==> config.mk <==
export PLATFORM = sky130hd
export DESIGN_NAME = bt_bridge_top
export DESIGN_NICKNAME = d
export VERILOG_FILES = /design/src/verilog/bt_bridge_pkg.sv /design/src/verilog/bt_bridge_top.sv /design/src/verilog/frame_sender.sv /design/src/verilog/sample_buffer.sv /design/src/verilog/sample_intake.sv /design/src/verilog/uart_tx.sv
export SDC_FILE = /design/constraint.sdc
export NUM_CORES = 1
export LEC_CHECK = 0
export BUFFER_PORTS_ARGS = -buffer_cell sky130_fd_sc_hd__buf_4
export CAP_MARGIN = 20
export CELL_PAD_IN_SITES_DETAIL_PLACEMENT = 1
export CELL_PAD_IN_SITES_GLOBAL_PLACEMENT = 2
export CORE_MARGIN = 2
export CORE_UTILIZATION = 30
export DETAILED_ROUTE_END_ITERATION = 8
export GPL_ROUTABILITY_DRIVEN = 1
export PLACE_DENSITY = 0.51
export RECOVER_POWER = 100
export SLEW_MARGIN = 15
export SYNTH_ARGS = -nofsm -noshare
export SYNTH_HDL_FRONTEND = slang
export SYNTH_HIERARCHICAL = 1
export SYNTH_SLANG_ARGS = --single-unit
==> constraint.sdc <==
create_clock -name clock -period 8 [get_ports clock]
set_input_delay 1.2 -clock clock [delete_from_list [all_inputs] [get_ports clock]]
set_output_delay 1.2 -clock clock [all_outputs]
set_load 0.01 [all_outputs]
==> src/verilog/bt_bridge_pkg.sv <==
package bt_bridge_pkg;

	// Stream and sample geometry
	localparam int NUM_STREAMS = 8;
	localparam int STREAM_ID_WIDTH = 3;
	localparam int SAMPLE_WIDTH = 16;
	localparam int CHAR_WIDTH = 8;

	// Per-stream FIFO depth, also the starting credit of each stream
	localparam int FIFO_DEPTH = 4;
	localparam int CREDIT_WIDTH = 3;

	// Bit period and rest period inputs
	localparam int TIMER_WIDTH = 10;

	localparam int DROP_COUNT_WIDTH = 16;

	// Stream number, high byte, low byte
	localparam int FRAME_CHARS = 3;

	// One sample offered by a sensor source
	typedef struct packed {
		logic valid;
		logic [STREAM_ID_WIDTH-1:0] stream;
		logic [SAMPLE_WIDTH-1:0] data;
	} sample_in_t;

	// Stored form of a sample, split into its two line characters
	typedef struct packed {
		logic [CHAR_WIDTH-1:0] high;
		logic [CHAR_WIDTH-1:0] low;
	} sample_split_t;

	typedef struct packed {
		logic push;
		logic [STREAM_ID_WIDTH-1:0] stream;
		sample_split_t sample;
	} buffer_write_t;

	// One bit per stream, set on the cycle its FIFO is popped
	typedef struct packed {
		logic [NUM_STREAMS-1:0] pop;
	} credit_return_t;

	// Serial line timing, both in clock cycles
	typedef struct packed {
		logic [TIMER_WIDTH-1:0] cycles_per_bit;
		logic [TIMER_WIDTH-1:0] rest_cycles;
	} link_timing_t;

endpackage

==> src/verilog/bt_bridge_top.sv <==
`timescale 1ns/1ns

module bt_bridge_top (
	input logic clock,
	input logic reset,
	input bt_bridge_pkg::sample_in_t sample_in,
	input bt_bridge_pkg::link_timing_t timing,
	output logic txd,
	output logic [bt_bridge_pkg::NUM_STREAMS-1:0][bt_bridge_pkg::CREDIT_WIDTH-1:0] credits,
	output logic [bt_bridge_pkg::DROP_COUNT_WIDTH-1:0] drop_count
);
	import bt_bridge_pkg::*;

	buffer_write_t buffer_write;
	credit_return_t credit_return;

	// Buffer to sender
	logic [NUM_STREAMS-1:0] empty;
	sample_split_t [NUM_STREAMS-1:0] heads;
	logic pop;
	logic [STREAM_ID_WIDTH-1:0] pop_stream;

	sample_intake u_intake (
		.clock(clock),
		.reset(reset),
		.sample_in(sample_in),
		.credit_return(credit_return),
		.buffer_write(buffer_write),
		.credits(credits),
		.drop_count(drop_count)
	);

	sample_buffer u_buffer (
		.clock(clock),
		.reset(reset),
		.buffer_write(buffer_write),
		.pop(pop),
		.pop_stream(pop_stream),
		.empty(empty),
		.heads(heads),
		.credit_return(credit_return)
	);

	frame_sender u_sender (
		.clock(clock),
		.reset(reset),
		.timing(timing),
		.empty(empty),
		.heads(heads),
		.pop(pop),
		.pop_stream(pop_stream),
		.txd(txd)
	);

endmodule

==> src/verilog/frame_sender.sv <==
`timescale 1ns/1ns

module frame_sender (
	input logic clock,
	input logic reset,
	input bt_bridge_pkg::link_timing_t timing,
	input logic [bt_bridge_pkg::NUM_STREAMS-1:0] empty,
	input bt_bridge_pkg::sample_split_t [bt_bridge_pkg::NUM_STREAMS-1:0] heads,
	output logic pop,
	output logic [bt_bridge_pkg::STREAM_ID_WIDTH-1:0] pop_stream,
	output logic txd
);
	import bt_bridge_pkg::*;

	typedef enum logic [2:0] {
		S_IDLE,
		S_LATCH,
		S_CHAR,
		S_BUSY,
		S_REST
	} state_t;

	state_t state;

	// Stream of the current frame, and the last served one while idle
	logic [STREAM_ID_WIDTH-1:0] sel_stream;
	logic [STREAM_ID_WIDTH-1:0] pick;
	logic [STREAM_ID_WIDTH-1:0] cand;
	logic found;

	logic [$clog2(FRAME_CHARS)-1:0] char_idx;
	logic [TIMER_WIDTH-1:0] rest_count;
	sample_split_t frame_word;

	logic [CHAR_WIDTH-1:0] char_data;
	logic char_start;
	logic char_done;

	// Round-robin: first non-empty stream after the last one served
	always_comb
	begin
		pick = sel_stream;
		cand = sel_stream;
		found = 1'b0;
		for (int i = 1; i <= NUM_STREAMS; i++)
		begin
			cand = sel_stream + STREAM_ID_WIDTH'(i);
			if (!found && !empty[cand])
			begin
				pick = cand;
				found = 1'b1;
			end
		end
	end

	always_ff @(posedge clock or posedge reset)
	begin
		if (reset)
		begin
			state <= S_IDLE;
			// Stream 0 goes first after reset
			sel_stream <= STREAM_ID_WIDTH'(NUM_STREAMS - 1);
			char_idx <= '0;
			rest_count <= '0;
		end
		else
		begin
			case (state)
				S_IDLE:
				begin
					if (~&empty)
					begin
						sel_stream <= pick;
						state <= S_LATCH;
					end
				end
				S_LATCH:
				begin
					char_idx <= '0;
					state <= S_CHAR;
				end
				S_CHAR:
				begin
					state <= S_BUSY;
				end
				S_BUSY:
				begin
					if (char_done)
					begin
						rest_count <= timing.rest_cycles;
						state <= S_REST;
					end
				end
				S_REST:
				begin
					if (rest_count <= TIMER_WIDTH'(1))
					begin
						if (char_idx == FRAME_CHARS - 1)
							state <= S_IDLE;
						else
						begin
							char_idx <= char_idx + 1'b1;
							state <= S_CHAR;
						end
					end
					else
						rest_count <= rest_count - 1'b1;
				end
				default:
				begin
					state <= S_IDLE;
				end
			endcase
		end
	end

	// Head is taken in the same cycle it is popped
	always_ff @(posedge clock)
	begin
		if (state == S_LATCH)
			frame_word <= heads[sel_stream];
	end

	assign pop = (state == S_LATCH);
	assign pop_stream = sel_stream;
	assign char_start = (state == S_CHAR);

	always_comb
	begin
		case (char_idx)
			0: char_data = CHAR_WIDTH'(sel_stream);
			1: char_data = frame_word.high;
			default: char_data = frame_word.low;
		endcase
	end

	uart_tx u_tx (
		.clock(clock),
		.reset(reset),
		.cycles_per_bit(timing.cycles_per_bit),
		.char_data(char_data),
		.char_start(char_start),
		.char_done(char_done),
		.txd(txd)
	);

endmodule

==> src/verilog/sample_buffer.sv <==
`timescale 1ns/1ns

module sample_buffer (
	input logic clock,
	input logic reset,
	input bt_bridge_pkg::buffer_write_t buffer_write,
	input logic pop,
	input logic [bt_bridge_pkg::STREAM_ID_WIDTH-1:0] pop_stream,
	output logic [bt_bridge_pkg::NUM_STREAMS-1:0] empty,
	output bt_bridge_pkg::sample_split_t [bt_bridge_pkg::NUM_STREAMS-1:0] heads,
	output bt_bridge_pkg::credit_return_t credit_return
);
	import bt_bridge_pkg::*;

	// One circular FIFO per stream
	sample_split_t mem [NUM_STREAMS][FIFO_DEPTH];
	logic [$clog2(FIFO_DEPTH)-1:0] rd_ptr [NUM_STREAMS];
	logic [$clog2(FIFO_DEPTH)-1:0] wr_ptr [NUM_STREAMS];
	logic [CREDIT_WIDTH-1:0] count [NUM_STREAMS];

	logic [NUM_STREAMS-1:0] push_hit;
	logic [NUM_STREAMS-1:0] pop_hit;

	always_comb
	begin
		for (int s = 0; s < NUM_STREAMS; s++)
		begin
			empty[s] = (count[s] == '0);
			heads[s] = mem[s][rd_ptr[s]];
			push_hit[s] = buffer_write.push && (buffer_write.stream == STREAM_ID_WIDTH'(s));
			// An empty stream is never popped
			pop_hit[s] = pop && (pop_stream == STREAM_ID_WIDTH'(s)) && (count[s] != '0);
		end
	end

	// Each pop frees one slot, handed back as a credit
	assign credit_return = '{pop: pop_hit};

	// No full check, the credit counters keep pushes within depth
	always_ff @(posedge clock)
	begin
		if (buffer_write.push)
			mem[buffer_write.stream][wr_ptr[buffer_write.stream]] <= buffer_write.sample;
	end

	always_ff @(posedge clock or posedge reset)
	begin
		if (reset)
		begin
			for (int s = 0; s < NUM_STREAMS; s++)
			begin
				rd_ptr[s] <= '0;
				wr_ptr[s] <= '0;
				count[s] <= '0;
			end
		end
		else
		begin
			for (int s = 0; s < NUM_STREAMS; s++)
			begin
				if (push_hit[s])
					wr_ptr[s] <= (wr_ptr[s] == FIFO_DEPTH - 1) ? '0 : wr_ptr[s] + 1'b1;
				if (pop_hit[s])
					rd_ptr[s] <= (rd_ptr[s] == FIFO_DEPTH - 1) ? '0 : rd_ptr[s] + 1'b1;

				// Occupancy
				case ({push_hit[s], pop_hit[s]})
					2'b10: count[s] <= count[s] + 1'b1;
					2'b01: count[s] <= count[s] - 1'b1;
					default: count[s] <= count[s];
				endcase
			end
		end
	end

endmodule

==> src/verilog/sample_intake.sv <==
`timescale 1ns/1ns

module sample_intake (
	input logic clock,
	input logic reset,
	input bt_bridge_pkg::sample_in_t sample_in,
	input bt_bridge_pkg::credit_return_t credit_return,
	output bt_bridge_pkg::buffer_write_t buffer_write,
	output logic [bt_bridge_pkg::NUM_STREAMS-1:0][bt_bridge_pkg::CREDIT_WIDTH-1:0] credits,
	output logic [bt_bridge_pkg::DROP_COUNT_WIDTH-1:0] drop_count
);
	import bt_bridge_pkg::*;

	logic admit;
	logic dropped;
	logic [NUM_STREAMS-1:0] take;

	logic push_q;
	logic [STREAM_ID_WIDTH-1:0] stream_q;
	sample_split_t sample_q;

	// A sample gets in only while its stream still has credit
	assign admit = sample_in.valid && (credits[sample_in.stream] != '0);
	assign dropped = sample_in.valid && (credits[sample_in.stream] == '0);

	always_comb
	begin
		for (int s = 0; s < NUM_STREAMS; s++)
		begin
			take[s] = admit && (sample_in.stream == STREAM_ID_WIDTH'(s));
		end
	end

	// Accept and return on the same stream cancel out
	always_ff @(posedge clock or posedge reset)
	begin
		if (reset)
		begin
			for (int s = 0; s < NUM_STREAMS; s++)
			begin
				credits[s] <= CREDIT_WIDTH'(FIFO_DEPTH);
			end
		end
		else
		begin
			for (int s = 0; s < NUM_STREAMS; s++)
			begin
				case ({take[s], credit_return.pop[s]})
					2'b10: credits[s] <= credits[s] - 1'b1;
					2'b01: credits[s] <= credits[s] + 1'b1;
					default: credits[s] <= credits[s];
				endcase
			end
		end
	end

	always_ff @(posedge clock or posedge reset)
	begin
		if (reset)
		begin
			push_q <= 1'b0;
			drop_count <= '0;
		end
		else
		begin
			push_q <= admit;
			if (dropped)
				drop_count <= drop_count + 1'b1;
		end
	end

	// Write payload, qualified by push_q
	always_ff @(posedge clock)
	begin
		if (admit)
		begin
			stream_q <= sample_in.stream;
			sample_q <= sample_split_t'(sample_in.data);
		end
	end

	assign buffer_write = '{push: push_q, stream: stream_q, sample: sample_q};

endmodule

==> src/verilog/uart_tx.sv <==
`timescale 1ns/1ns

module uart_tx (
	input logic clock,
	input logic reset,
	input logic [bt_bridge_pkg::TIMER_WIDTH-1:0] cycles_per_bit,
	input logic [bt_bridge_pkg::CHAR_WIDTH-1:0] char_data,
	input logic char_start,
	output logic char_done,
	output logic txd
);
	import bt_bridge_pkg::*;

	logic busy;
	logic bit_end;
	logic [TIMER_WIDTH-1:0] bit_timer;
	// 0 is the start bit, CHAR_WIDTH + 1 the stop bit
	logic [$clog2(CHAR_WIDTH + 2)-1:0] bit_index;
	// Data bits with the stop bit on top
	logic [CHAR_WIDTH:0] shift;

	assign bit_end = busy && (bit_timer == cycles_per_bit - 1'b1);

	// Last cycle of the stop bit
	assign char_done = bit_end && (bit_index == CHAR_WIDTH + 1);

	always_ff @(posedge clock or posedge reset)
	begin
		if (reset)
		begin
			busy <= 1'b0;
			bit_timer <= '0;
			bit_index <= '0;
			txd <= 1'b1;
		end
		else if (!busy)
		begin
			if (char_start)
			begin
				busy <= 1'b1;
				bit_timer <= '0;
				bit_index <= '0;
				txd <= 1'b0;
			end
		end
		else if (bit_end)
		begin
			bit_timer <= '0;
			if (bit_index == CHAR_WIDTH + 1)
				busy <= 1'b0;
			else
			begin
				// LSB first, stop bit falls out last
				txd <= shift[0];
				bit_index <= bit_index + 1'b1;
			end
		end
		else
			bit_timer <= bit_timer + 1'b1;
	end

	always_ff @(posedge clock)
	begin
		if (!busy && char_start)
			shift <= {1'b1, char_data};
		else if (bit_end)
			shift <= shift >> 1;
	end

endmodule
==> impl_metrics.toml <==
[sta]
timing.fmax_mhz = 187.0
finalCritPeriodShare_pct = 66.84
fin_crit_ps = 5347
fin_worst_skew_ps = 26.12
setup_violations = 0
maxSlewViolCount = 420
worstMarginPinSlew_ps = 3230
finalSetupTns_ps = 0
hold_violations = 0
relSlewSlack_pct = -115.3
grt_setup_unrepaired = "no"

[finish]
layout_common_cells = "555 x edfxtp_1, 168 x mux4_2, 119 x clkbuf_1"
final_common_cell = "edfxtp_1"
area_growth_pct = 15.53
nets = 1964
regArea_um2 = 19980
drive_above_1_share_pct = 22.03
fillers = 9978
multi_input_area_um2 = 9145

[die]
die_y_um = 319.4
coreArea_um2 = 98420
io_pins = 83
die_x_um = 319.4
die-area_um2 = 102000
start_util_pct = 30.31
rows = 115

[detailed_routing]
dr.first_iter.drc_count = 991
wl_mm = 79.92
via_per_inst = 5.020
dr.pass1.iters = 5
wl_per_cell_um = 24.85
drc = 0
vias = 16140
ant_nets = 0

[critical_path]
path_max_fanout = 26
reg2reg_to = "u_sender/pop_stream[0]"
crit_start = "u_sender/pop_stream[0]"
reg2reg_slack_ps = 2650
cp.arrival_ps = 5910
start_kind = "flop"
cp.required_ps = 8560
endpoint = "u_sender/pop_stream[0]"
crit_type = "reg2reg"
end_kind = "flop"
r2r-start = "u_sender/pop_stream[0]"
r2r_cells = 9

[synthesis]
syn_area_um2 = 29830
synth_top_area_share_pct = 55.86
syn_avg_cell_area_um2 = 17.49
synthTopCellsByArea = "edfxtp_1 56%, mux4_2 13%, dfrtp_1 10%, mux2_2 1.9%, ha_1 1.8%"
synthDistinctLibCells = 93
async_flop_share_pct = 19.07
ys_ff_latch = 687
seq_area_frac_synth_pct = 66.97
synth_nets = 1808
synth_edf_count = 555
yosysWarningCount = 6
synth_top_area_cell = "edfxtp_1"
synth_ff_type = "edfxtp_1"
syn_inst = 1706

[cts]
post_cts_resize_count = 0
cts.htree.levels = 3
clock-root-buffer = "clkbuf_16"
clkSinkCount = 687
insertion_delay_ps = 640
numCtsBuffers = 80
cts_buffer_depth = 3
cts_tree = "done"
postCtsSetupRepairBufs = 0
cts_hold_buf = 0
clk_pin_slew_ps = 60

[outcome]
violations = "max-capacitance violations, max-slew violations"
status = "finished, violations left"

[run]
maxCapViolCount = 18

[global_routing]
grt_start_max_net_pins = 57
antenna_found_initial = 1
grt_pass1_wl_mm = 118.7
overflow = 0
grt_pass1_vias = 17550
grt_util_all_layers_pct = 15.81

[pwr]
vdd_drop_max_v = 0.0001845
p_per_area_nw_per_um2 = 279.3
cellLeakagePower_nw = 11.48
total_power_mw = 9.626

[worst_hold_path]
hold_class = "reg2reg"

[placed_design]
gp_congestion = 0.7455
place_hpwl_mm = 51.66
io_buffers = 82
-- registers in the layout, summed over array words and instances, names as in the netlist --
register / count
u_sender/state: 3
u_sender/pop_stream: 3
u_intake/credits: 24
u_sender/u_tx/busy: 1
u_sender/u_tx/txd: 1
u_buffer/rd_ptr: 16
u_intake/stream_q: 3
u_sender/rest_count: 10
u_buffer/mem: 512
u_sender/u_tx/shift: 9
u_buffer/wr_ptr: 16
u_intake/push_q: 1
u_sender/u_tx/bit_timer: 10
u_sender/char_idx: 2
u_buffer/count: 24
u_intake/buffer_write: 16
u_intake/drop_count: 16
u_sender/u_tx/bit_index: 4
u_sender/frame_word: 16
-- layout make-up --
class / instances / area share (%)
Tap cell: 1287 / 4.672
Antenna cell: 4 / 0.02904
Timing Repair Buffer: 159 / 2.407
Inverter: 67 / 0.7515
Clock inverter: 39 / 1.358
Multi-Input combinational cell: 867 / 26.53
Clock buffer: 106 / 6.266
Sequential cell: 687 / 57.98
-- critical path, cell delays in order, from the launching register on --
cell	delay, ps
dfstp_4	980
clkbuf_1	1530
ha_1	510
xor2_1	240
mux2_1	380
a22oi_1	570
nand4b_1	360
o21ai_0	340
nor3b_1	100
xnor2_1	140
-- per-stage QoR --
stage	util, %	instances	hold slack (ps)	area [um^2]	setup WS, ps
2_1_floorplan	-	1706	440.6	29830	4576
3_3_place_gp	32.82	3055	456.8	32300	3784
3_5_place_dp	32.84	3056	458.2	32320	3673
4_1_cts	35.51	3201	471.4	34940	3717
5_1_grt	35.01	3212	482.9	34460	2175
6_report	35.02	3216	466.0	34470	2653
-- power breakdown --
part / leakage (nW) / switching [mW] / internal [mW]
sequential: 6.64 / 0.311 / 4.26
clock: 1.28 / 1.48 / 2.20
combinational: 3.55 / 0.829 / 0.550
total: 11.5 / 2.62 / 7.01
-- worst min-delay path by stage --
stage / startpoint / endpoint / slack (ps) / depth (start not counted)
after floorplan: u_sender/u_tx/shift[8] / u_sender/u_tx/shift[8] / 440 / 1
after global placement: u_buffer/count[14] / u_buffer/count[14] / 460 / 1
after detailed placement: u_sender/u_tx/shift[8] / u_sender/u_tx/shift[8] / 460 / 1
after CTS: u_sender/u_tx/shift[8] / u_sender/u_tx/shift[8] / 470 / 1
after global routing: u_sender/u_tx/shift[8] / u_sender/u_tx/shift[8] / 480 / 1
final: u_buffer/count[14] / u_buffer/count[14] / 470 / 1
-- metal layers --
metal	part of all wire (%)	wire, um	up-vias	GRT usage [%]
li1	-	-	7068	-
met1	46	36370	8702	21.50
met2	49	38890	277	26.10
met3	3.8	3012	96	2.496
met4	2.1	1643	0	4.665
met5	0	0	-	0
-- cell families (layout without fill, tap and decap cells) --
group	Yosys count	in the layout	synth area share [%]
adder cells (fa/ha/maj)	60	60	2.919
XOR/XNOR	80	80	2.349
buffers and inverters	152	371	2.298
flip-flops	687	687	66.97
multiplexers	248	248	15.74
other	0	4	0
AO/OA/AOI/OAI	151	151	3.632
AND/OR/NAND/NOR	328	328	6.090
-- cell usage after synthesis, types with 30 or more instances --
cell type / n
ha_1: 44
nor2_1: 60
xor2_1: 37
nor3_1: 30
dfrtp_1: 119
mux4_2: 168
xnor2_1: 43
mux2_2: 51
edfxtp_1: 555
inv_1: 65
o21ai_0: 33
nand2_1: 89
clkbuf_1: 45
Power figures use the tool's default switching activity.
